### config.mk
export PLATFORM = sky130hd
export DESIGN_NAME = pkt_gen_top
export DESIGN_NICKNAME = d
export VERILOG_FILES = /design/src/hw/pkt_gen_pkg.sv /design/src/hw/pkt_gen_regs.sv /design/src/hw/pkt_framer.sv /design/src/hw/pkt_fifo.sv /design/src/hw/pkt_gen_top.sv
export SDC_FILE = /design/constraint.sdc
export NUM_CORES = 1
export LEC_CHECK = 0
export BUFFER_PORTS_ARGS = -buffer_cell sky130_fd_sc_hd__buf_2
export CAP_MARGIN = 20
export CELL_PAD_IN_SITES_DETAIL_PLACEMENT = 1
export CELL_PAD_IN_SITES_GLOBAL_PLACEMENT = 1
export CORE_MARGIN = 4
export CORE_UTILIZATION = 25
export CTS_CLUSTER_SIZE = 20
export DETAILED_ROUTE_END_ITERATION = 8
export PLACE_DENSITY_LB_ADDON = 0.1
export SLEW_MARGIN = 0
export SYNTH_ARGS = -nofsm -noshare
export SYNTH_HDL_FRONTEND = slang
export SYNTH_HIERARCHICAL = 1
export SYNTH_SLANG_ARGS = --single-unit
### constraint.sdc
create_clock -name clk -period 8.4 [get_ports clk]
set_clock_uncertainty 0.05 [all_clocks]
set_input_delay 0.42 -clock clk [delete_from_list [all_inputs] [get_ports clk]]
set_output_delay 0.42 -clock clk [all_outputs]
set_load 0.02 [all_outputs]
### src/hw/pkt_gen_pkg.sv
package pkt_gen_pkg;

    // ****************************************
    // stream and field widths
    // ****************************************
    localparam int DATA_WIDTH  = 32;
    localparam int PORT_NUM    = 16;
    localparam int DEST_W      = $clog2(PORT_NUM);
    localparam int PRIO_LEVELS = 8;
    localparam int PRIO_W      = $clog2(PRIO_LEVELS);
    localparam int LEN_W       = 8;      // length 1..255
    localparam int COUNT_W     = 16;

    // header word, right aligned
    localparam int HDR_LEN_LSB  = 0;
    localparam int HDR_PRIO_LSB = HDR_LEN_LSB + LEN_W;     // bits 10:8
    localparam int HDR_DEST_LSB = HDR_PRIO_LSB + PRIO_W;   // bits 14:11

    // ****************************************
    // register map
    // ****************************************
    localparam int AXI_ADDR_W = 8;
    localparam int AXI_DATA_W = 32;

    localparam logic [AXI_ADDR_W-1:0] REG_CTRL   = 8'h00;  // bit 0 start, reads 0
    localparam logic [AXI_ADDR_W-1:0] REG_DEST   = 8'h04;
    localparam logic [AXI_ADDR_W-1:0] REG_PRIO   = 8'h08;
    localparam logic [AXI_ADDR_W-1:0] REG_LEN    = 8'h0C;
    localparam logic [AXI_ADDR_W-1:0] REG_STATUS = 8'h10;  // bit 0 busy
    localparam logic [AXI_ADDR_W-1:0] REG_COUNT  = 8'h14;  // packets done, wraps

    function automatic logic [DATA_WIDTH-1:0] pack_header(input logic [DEST_W-1:0] dest,
                                                          input logic [PRIO_W-1:0] prio,
                                                          input logic [LEN_W-1:0]  len);
        logic [DATA_WIDTH-1:0] word;
        word = '0;
        word[HDR_LEN_LSB  +: LEN_W]  = len;
        word[HDR_PRIO_LSB +: PRIO_W] = prio;
        word[HDR_DEST_LSB +: DEST_W] = dest;
        return word;
    endfunction

endpackage

### src/hw/pkt_gen_regs.sv
`timescale 1ns/1ps

module pkt_gen_regs
    import pkt_gen_pkg::*;
(
    input  logic                  clk,
    input  logic                  rst_n,

    // axi4-lite write
    input  logic [AXI_ADDR_W-1:0] awaddr,
    input  logic                  awvalid,
    output logic                  awready,
    input  logic [AXI_DATA_W-1:0] wdata,
    input  logic                  wvalid,
    output logic                  wready,
    output logic [1:0]            bresp,
    output logic                  bvalid,
    input  logic                  bready,

    // axi4-lite read
    input  logic [AXI_ADDR_W-1:0] araddr,
    input  logic                  arvalid,
    output logic                  arready,
    output logic [AXI_DATA_W-1:0] rdata,
    output logic [1:0]            rresp,
    output logic                  rvalid,
    input  logic                  rready,

    // command to framer
    output logic                  cmd_start,
    output logic [DEST_W-1:0]     cmd_dest,
    output logic [PRIO_W-1:0]     cmd_prio,
    output logic [LEN_W-1:0]      cmd_len,
    input  logic                  pkt_done
);

    logic                  wr_en;
    logic                  rd_en;
    logic                  start_req;
    logic                  start_ok;
    logic                  busy;
    logic [DEST_W-1:0]     dest_q;
    logic [PRIO_W-1:0]     prio_q;
    logic [LEN_W-1:0]      len_q;
    logic [COUNT_W-1:0]    pkt_count;
    logic [AXI_DATA_W-1:0] rd_word;

    // ****************************************
    // write channel
    // ****************************************
    assign wr_en   = awvalid && wvalid && !bvalid;  // one write outstanding
    assign awready = wr_en;
    assign wready  = wr_en;
    assign bresp   = 2'b00;

    always_ff @(posedge clk or negedge rst_n) begin
        if (!rst_n) begin
            bvalid <= 1'b0;
        end else if (wr_en) begin
            bvalid <= 1'b1;
        end else if (bready) begin
            bvalid <= 1'b0;
        end
    end

    always_ff @(posedge clk or negedge rst_n) begin
        if (!rst_n) begin
            dest_q <= '0;
            prio_q <= '0;
            len_q  <= '0;
        end else if (wr_en) begin
            case (awaddr)
                REG_DEST: dest_q <= wdata[DEST_W-1:0];
                REG_PRIO: prio_q <= wdata[PRIO_W-1:0];
                REG_LEN:  len_q  <= wdata[LEN_W-1:0];
                default: ;                            // unmapped or read-only
            endcase
        end
    end

    // start only when idle and length is nonzero
    assign start_req = wr_en && (awaddr == REG_CTRL) && wdata[0];
    assign start_ok  = start_req && !busy && (len_q != '0);

    always_ff @(posedge clk or negedge rst_n) begin
        if (!rst_n) begin
            cmd_start <= 1'b0;
            busy      <= 1'b0;
        end else begin
            cmd_start <= start_ok;
            if (start_ok) begin
                busy <= 1'b1;
            end else if (pkt_done) begin
                busy <= 1'b0;
            end
        end
    end

    always_ff @(posedge clk or negedge rst_n) begin
        if (!rst_n) begin
            pkt_count <= '0;
        end else if (pkt_done) begin
            pkt_count <= pkt_count + 1'b1;       // wraps
        end
    end

    assign cmd_dest = dest_q;
    assign cmd_prio = prio_q;
    assign cmd_len  = len_q;

    // ****************************************
    // read channel
    // ****************************************
    assign rd_en   = arvalid && !rvalid;
    assign arready = rd_en;
    assign rresp   = 2'b00;

    always_comb begin
        rd_word = '0;
        case (araddr)
            REG_DEST:   rd_word[DEST_W-1:0]  = dest_q;
            REG_PRIO:   rd_word[PRIO_W-1:0]  = prio_q;
            REG_LEN:    rd_word[LEN_W-1:0]   = len_q;
            REG_STATUS: rd_word[0]           = busy;
            REG_COUNT:  rd_word[COUNT_W-1:0] = pkt_count;
            default:    rd_word = '0;           // ctrl and unmapped
        endcase
    end

    always_ff @(posedge clk or negedge rst_n) begin
        if (!rst_n) begin
            rvalid <= 1'b0;
            rdata  <= '0;
        end else if (rd_en) begin
            rvalid <= 1'b1;
            rdata  <= rd_word;
        end else if (rready) begin
            rvalid <= 1'b0;
        end
    end

endmodule

### src/hw/pkt_framer.sv
`timescale 1ns/1ps

module pkt_framer
    import pkt_gen_pkg::*;
(
    input  logic                  clk,
    input  logic                  rst_n,

    input  logic                  cmd_start,
    input  logic [DEST_W-1:0]     cmd_dest,
    input  logic [PRIO_W-1:0]     cmd_prio,
    input  logic [LEN_W-1:0]      cmd_len,

    output logic                  push_valid,
    output logic [DATA_WIDTH-1:0] push_data,
    output logic                  push_sop,
    output logic                  push_eop,
    input  logic                  push_ready,

    output logic                  pkt_done
);

    typedef enum logic [1:0] {
        ST_IDLE,
        ST_HEADER,
        ST_PAYLOAD
    } state_t;

    state_t            state;
    logic [DEST_W-1:0] dest_q;
    logic [PRIO_W-1:0] prio_q;
    logic [LEN_W-1:0]  len_q;
    logic [LEN_W-1:0]  word_cnt;
    logic              xfer;
    logic              last_word;

    assign xfer      = push_valid && push_ready;
    assign last_word = (word_cnt == len_q - 1'b1);

    // command latched on start, held for the whole packet
    always_ff @(posedge clk) begin
        if (state == ST_IDLE && cmd_start) begin
            dest_q <= cmd_dest;
            prio_q <= cmd_prio;
            len_q  <= cmd_len;
        end
    end

    always_ff @(posedge clk or negedge rst_n) begin
        if (!rst_n) begin
            state    <= ST_IDLE;
            word_cnt <= '0;
        end else begin
            case (state)
                ST_IDLE: begin
                    if (cmd_start) begin
                        state <= ST_HEADER;
                    end
                end
                ST_HEADER: begin
                    if (xfer) begin
                        state    <= ST_PAYLOAD;
                        word_cnt <= '0;
                    end
                end
                ST_PAYLOAD: begin
                    if (xfer) begin
                        if (last_word) begin
                            state <= ST_IDLE;
                        end else begin
                            word_cnt <= word_cnt + 1'b1;
                        end
                    end
                end
                default: state <= ST_IDLE;
            endcase
        end
    end

    // ****************************************
    // push side, held while stalled
    // ****************************************
    assign push_valid = (state != ST_IDLE);
    assign push_sop   = (state == ST_HEADER);
    assign push_eop   = (state == ST_PAYLOAD) && last_word;

    always_comb begin
        if (state == ST_HEADER) begin
            push_data = pack_header(dest_q, prio_q, len_q);
        end else begin
            push_data = {{(DATA_WIDTH-LEN_W){1'b0}}, word_cnt};
        end
    end

    assign pkt_done = xfer && push_eop;  // last word accepted

endmodule

### src/hw/pkt_fifo.sv
`timescale 1ns/1ps

module pkt_fifo
    import pkt_gen_pkg::*;
#(
    parameter int FIFO_DEPTH = 8
) (
    input  logic                  clk,
    input  logic                  rst_n,

    input  logic                  push_valid,
    output logic                  push_ready,
    input  logic [DATA_WIDTH-1:0] push_data,
    input  logic                  push_sop,
    input  logic                  push_eop,

    output logic                  out_valid,
    input  logic                  out_ready,
    output logic [DATA_WIDTH-1:0] out_data,
    output logic                  out_sop,
    output logic                  out_eop
);

    localparam int AW     = $clog2(FIFO_DEPTH);
    localparam int ENTRY_W = DATA_WIDTH + 2;   // data plus sop/eop

    logic [ENTRY_W-1:0] mem [FIFO_DEPTH];
    logic [AW-1:0]      wr_ptr;
    logic [AW-1:0]      rd_ptr;
    logic [AW:0]        count;
    logic               do_push;
    logic               do_pop;

    assign push_ready = (count != (AW+1)'(FIFO_DEPTH));
    assign out_valid  = (count != '0);

    assign do_push = push_valid && push_ready;
    assign do_pop  = out_valid && out_ready;

    always_ff @(posedge clk) begin
        if (do_push) begin
            mem[wr_ptr] <= {push_eop, push_sop, push_data};
        end
    end

    // pointers wrap on their own, depth is a power of two
    always_ff @(posedge clk or negedge rst_n) begin
        if (!rst_n) begin
            wr_ptr <= '0;
            rd_ptr <= '0;
            count  <= '0;
        end else begin
            if (do_push) begin
                wr_ptr <= wr_ptr + 1'b1;
            end
            if (do_pop) begin
                rd_ptr <= rd_ptr + 1'b1;
            end
            case ({do_push, do_pop})
                2'b10:   count <= count + 1'b1;
                2'b01:   count <= count - 1'b1;
                default: ;
            endcase
        end
    end

    // oldest entry, stable until popped
    assign {out_eop, out_sop, out_data} = mem[rd_ptr];

endmodule

### src/hw/pkt_gen_top.sv
`timescale 1ns/1ps

module pkt_gen_top
    import pkt_gen_pkg::*;
#(
    parameter int FIFO_DEPTH = 8
) (
    input  logic                  clk,
    input  logic                  rst_n,

    input  logic [AXI_ADDR_W-1:0] awaddr,
    input  logic                  awvalid,
    output logic                  awready,
    input  logic [AXI_DATA_W-1:0] wdata,
    input  logic                  wvalid,
    output logic                  wready,
    output logic [1:0]            bresp,
    output logic                  bvalid,
    input  logic                  bready,
    input  logic [AXI_ADDR_W-1:0] araddr,
    input  logic                  arvalid,
    output logic                  arready,
    output logic [AXI_DATA_W-1:0] rdata,
    output logic [1:0]            rresp,
    output logic                  rvalid,
    input  logic                  rready,

    output logic                  out_valid,
    input  logic                  out_ready,
    output logic [DATA_WIDTH-1:0] out_data,
    output logic                  out_sop,
    output logic                  out_eop
);

    logic                  cmd_start;
    logic [DEST_W-1:0]     cmd_dest;
    logic [PRIO_W-1:0]     cmd_prio;
    logic [LEN_W-1:0]      cmd_len;
    logic                  pkt_done;
    logic                  push_valid;
    logic                  push_ready;
    logic [DATA_WIDTH-1:0] push_data;
    logic                  push_sop;
    logic                  push_eop;

    // ****************************************
    // register block, framer, output fifo
    // ****************************************
    pkt_gen_regs i_regs (
        .clk       (clk),
        .rst_n     (rst_n),
        .awaddr    (awaddr),
        .awvalid   (awvalid),
        .awready   (awready),
        .wdata     (wdata),
        .wvalid    (wvalid),
        .wready    (wready),
        .bresp     (bresp),
        .bvalid    (bvalid),
        .bready    (bready),
        .araddr    (araddr),
        .arvalid   (arvalid),
        .arready   (arready),
        .rdata     (rdata),
        .rresp     (rresp),
        .rvalid    (rvalid),
        .rready    (rready),
        .cmd_start (cmd_start),
        .cmd_dest  (cmd_dest),
        .cmd_prio  (cmd_prio),
        .cmd_len   (cmd_len),
        .pkt_done  (pkt_done)
    );

    pkt_framer i_framer (
        .clk        (clk),
        .rst_n      (rst_n),
        .cmd_start  (cmd_start),
        .cmd_dest   (cmd_dest),
        .cmd_prio   (cmd_prio),
        .cmd_len    (cmd_len),
        .push_valid (push_valid),
        .push_data  (push_data),
        .push_sop   (push_sop),
        .push_eop   (push_eop),
        .push_ready (push_ready),
        .pkt_done   (pkt_done)
    );

    pkt_fifo #(
        .FIFO_DEPTH (FIFO_DEPTH)
    ) i_fifo (
        .clk        (clk),
        .rst_n      (rst_n),
        .push_valid (push_valid),
        .push_ready (push_ready),
        .push_data  (push_data),
        .push_sop   (push_sop),
        .push_eop   (push_eop),
        .out_valid  (out_valid),
        .out_ready  (out_ready),
        .out_data   (out_data),
        .out_sop    (out_sop),
        .out_eop    (out_eop)
    );

endmodule

==> impl_metrics.yaml <==
status:
  outcome: "finished clean"
synthesis:
  syn_inst: 815
  yosysWarningCount: 6
  synthTopCellsByArea: "edfxtp_1 (58%), dfrtp_1 (12%), mux4_2 (10%)"
  synth_seq_cells: 358
  avgSynthCellArea_um2: 18.3
  synth-main-ff-cell: "edfxtp_1"
  synth-edff-count: 287
  synth-seq-area-share: 0.699
  netlist.area_leader.share: 0.579
  synth_cell_types: 61
  synthesis.area_um2: 14900
  synthArstFlopShare: 0.198
  yosysTopAreaCell: "edfxtp_1"
worst_setup_path:
  max_stage_delay_ns: 0.82
  crit_required_ns: 7.93
  path_max_fanout: 42
  cp.arrival_ns: 3.29
  setup.worst_path.class: "register to output pin"
  crit_buf_inv: 2
  start_kind: "register"
  cp-end-kind: "output pin"
  crit_family: "buffers and inverters"
  cp_cell_sequence: "buf_4 -> mux4_2 -> mux2_4 -> buf_2"
  cp_slowest_cell: "dfrtp_4"
floorplanning:
  ios: 132
  die_x_um: 252
  start_util: 0.253
  die_h_um: 252
  design.core.area_um2: 58900
  die_area_um2: 63500
  rows: 89
hold_path:
  hold_path.class: "input port to register"
job:
  max_cap_violations: 0
clock_tree:
  clk_pin_slew_worst_paths_ns: 0.06
  cts_sinks: 358
  cts_resized: 0
  tritoncts: "yes"
  clock_latency_ns: 0.57
  cts-root-buf: "clkbuf_16"
  cts.path.max_buffers: 3
  cts-buffers-inserted: 42
  htree_levels: 2
drt:
  vias_per_cell: 4.27
  ant_nets: 0
  firstDrtPassIters: 4
  drtIter0Drc: 305
  vias: 7386
  wl_per_cell_um: 20.2
  drc: 0
  wirelength_um: 35000
placed_design:
  placed_area_um2: 16100
  gp_congestion: 0.679
  place.port_buffers: 87
  placed_cells: 1653
  hpwl_um: 19600
grt:
  antenna_found_initial: 0
  grt_pass1_wl_um: 53400
  overflow: 0
  grt_pass1_vias: 8449
  grtUsageTotal: 0.112
  grt_max_degree: 43
timing:
  slew_viol_final: 0
  fmax_mhz: 266
  maxSlewHeadroom: 0.333
  setup_violations: 0
  hold_viol: 0
  setup-tns-final_ns: 0
  post-route-period-util: 0.448
  period_needed_ns: 3.76
  tightest_slew_ns: 0.991
  rsz0062_at_grt: "false"
power_and_ir_drop:
  peakVddDrop_v: 0.000112
  p_leak_nw: 5.90
  finalPower_mw: 4.58
  powerDensity_nw_per_um2: 262
finish:
  drive_gt1_frac: 0.323
  stdcell_count: 1731
  final_nets: 993
  antenna_cells: 0
  most-common-layout-cells: "edfxtp_1 (287), buf_2 (86), mux4_2 (68), dfrtp_1 (68), clkbuf_16 (42)"
  fin_area_um2: 17500
  layout_commonest_cell: "edfxtp_1"
  area_growth_pct: 17.4
registers in the layout, summed over array words and instances (netlist names):
register,count
i_fifo/mem,272
i_fifo/count,4
i_regs/cmd_len,8
i_regs/pkt_count,16
i_framer/len_q,8
i_fifo/wr_ptr,3
i_regs/rvalid,1
i_framer/dest_q,4
i_regs/busy,1
i_regs/cmd_prio,3
i_regs/cmd_start,1
i_framer/prio_q,3
i_framer/word_cnt,8
i_regs/cmd_dest,4
i_fifo/rd_ptr,3
i_regs/bvalid,1
i_regs/rdata,16
i_framer/state,2
cell type report:
cell class / instances / area (um^2)
Clock inverter: 17 / 196
Inverter: 21 / 78.8
Clock buffer: 57 / 1130
Multi-Input combinational cell: 398 / 4100
Timing Repair Buffer: 107 / 598
Fill cell: 6073 / 41400
Sequential cell: 358 / 10400
Tap cell: 773 / 967
path summary, 6_finish.rpt:
| kind | start | end | slack [ns] | cells past startpoint |
|---|---|---|---|---|
| worst max-delay path | i_fifo/rd_ptr[0] | out_data[23] | 4.64 | 4 |
| worst min register to register | i_fifo/rd_ptr[2] | i_fifo/rd_ptr[2] | 0.41 | 1 |
| min in group asynchronous | rst_n | i_regs/rdata[2] | 0.32 | 2 |
| max in group asynchronous | rst_n | i_fifo/rd_ptr[0] | 7.02 | 3 |
| worst max register to register | i_framer/len_q[3] | i_regs/pkt_count[13] | 4.71 | 10 |
| worst min-delay path | wdata[5] | i_regs/cmd_len[5] | 0.06 | 2 |
synth_stat cells, types with 12 or more instances:
library cell	count
dfrtp_1	71
o21ai_0	12
nand2_1	33
mux2_4	22
nor2_1	18
nand3_1	12
inv_1	21
edfxtp_1	287
mux2i_1	14
mux4_2	68
xnor2_1	16
mux2_2	36
xor2_1	12
buf_4	39
clkbuf_1	18
cell families (layout without fill, tap and decap cells):
logic type                 after synthesis  after routing  synth area share
muxes                                  141            141             0.163
DFF                                    358            358             0.699
xor gates and xnor gates                28             28            0.0165
buffers and inverters                   94            202            0.0380
and+or+nand+nor                        135            135            0.0508
adders and majority gates                9              9           0.00808
other                                    2             37          0.000505
AOI/OAI and AO/OA                       48             48            0.0247
per-layer routing:
| metal | vias to the layer above | GRT usage | part of all wire |
|---|---|---|---|
| met2 | 101 | 0.194 | 0.51 |
| li1 | 3349 | - | - |
| met5 | - | 0 | 0 |
| met4 | 0 | 0.0342 | 0.020 |
| met3 | 51 | 0.0234 | 0.037 |
| met1 | 3885 | 0.140 | 0.43 |
where the power goes:
group,switching (mW),internal (mW)
combinational,0.401,0.395
clock,0.719,1.04
sequential,0.0954,1.93
total,1.22,3.36
timing repair:
item	CTS	global route
hold buffers	4	0
endpoints found under the setup margin	0	0
endpoints found under the hold margin	36	0
setup buffers	0	0
per-stage QoR:
stage	hold slack, ns	setup slack [ns]	util
6_report	0.0558	4.64	0.297
5_1_grt	0.0319	4.37	0.297
4_1_cts	0.0160	4.45	0.297
3_5_place_dp	0.393	4.64	0.273
3_3_place_gp	0.395	4.66	0.273
2_1_floorplan	0.0744	4.56	-
No activity file was read; power rests on OpenSTA's default activity.
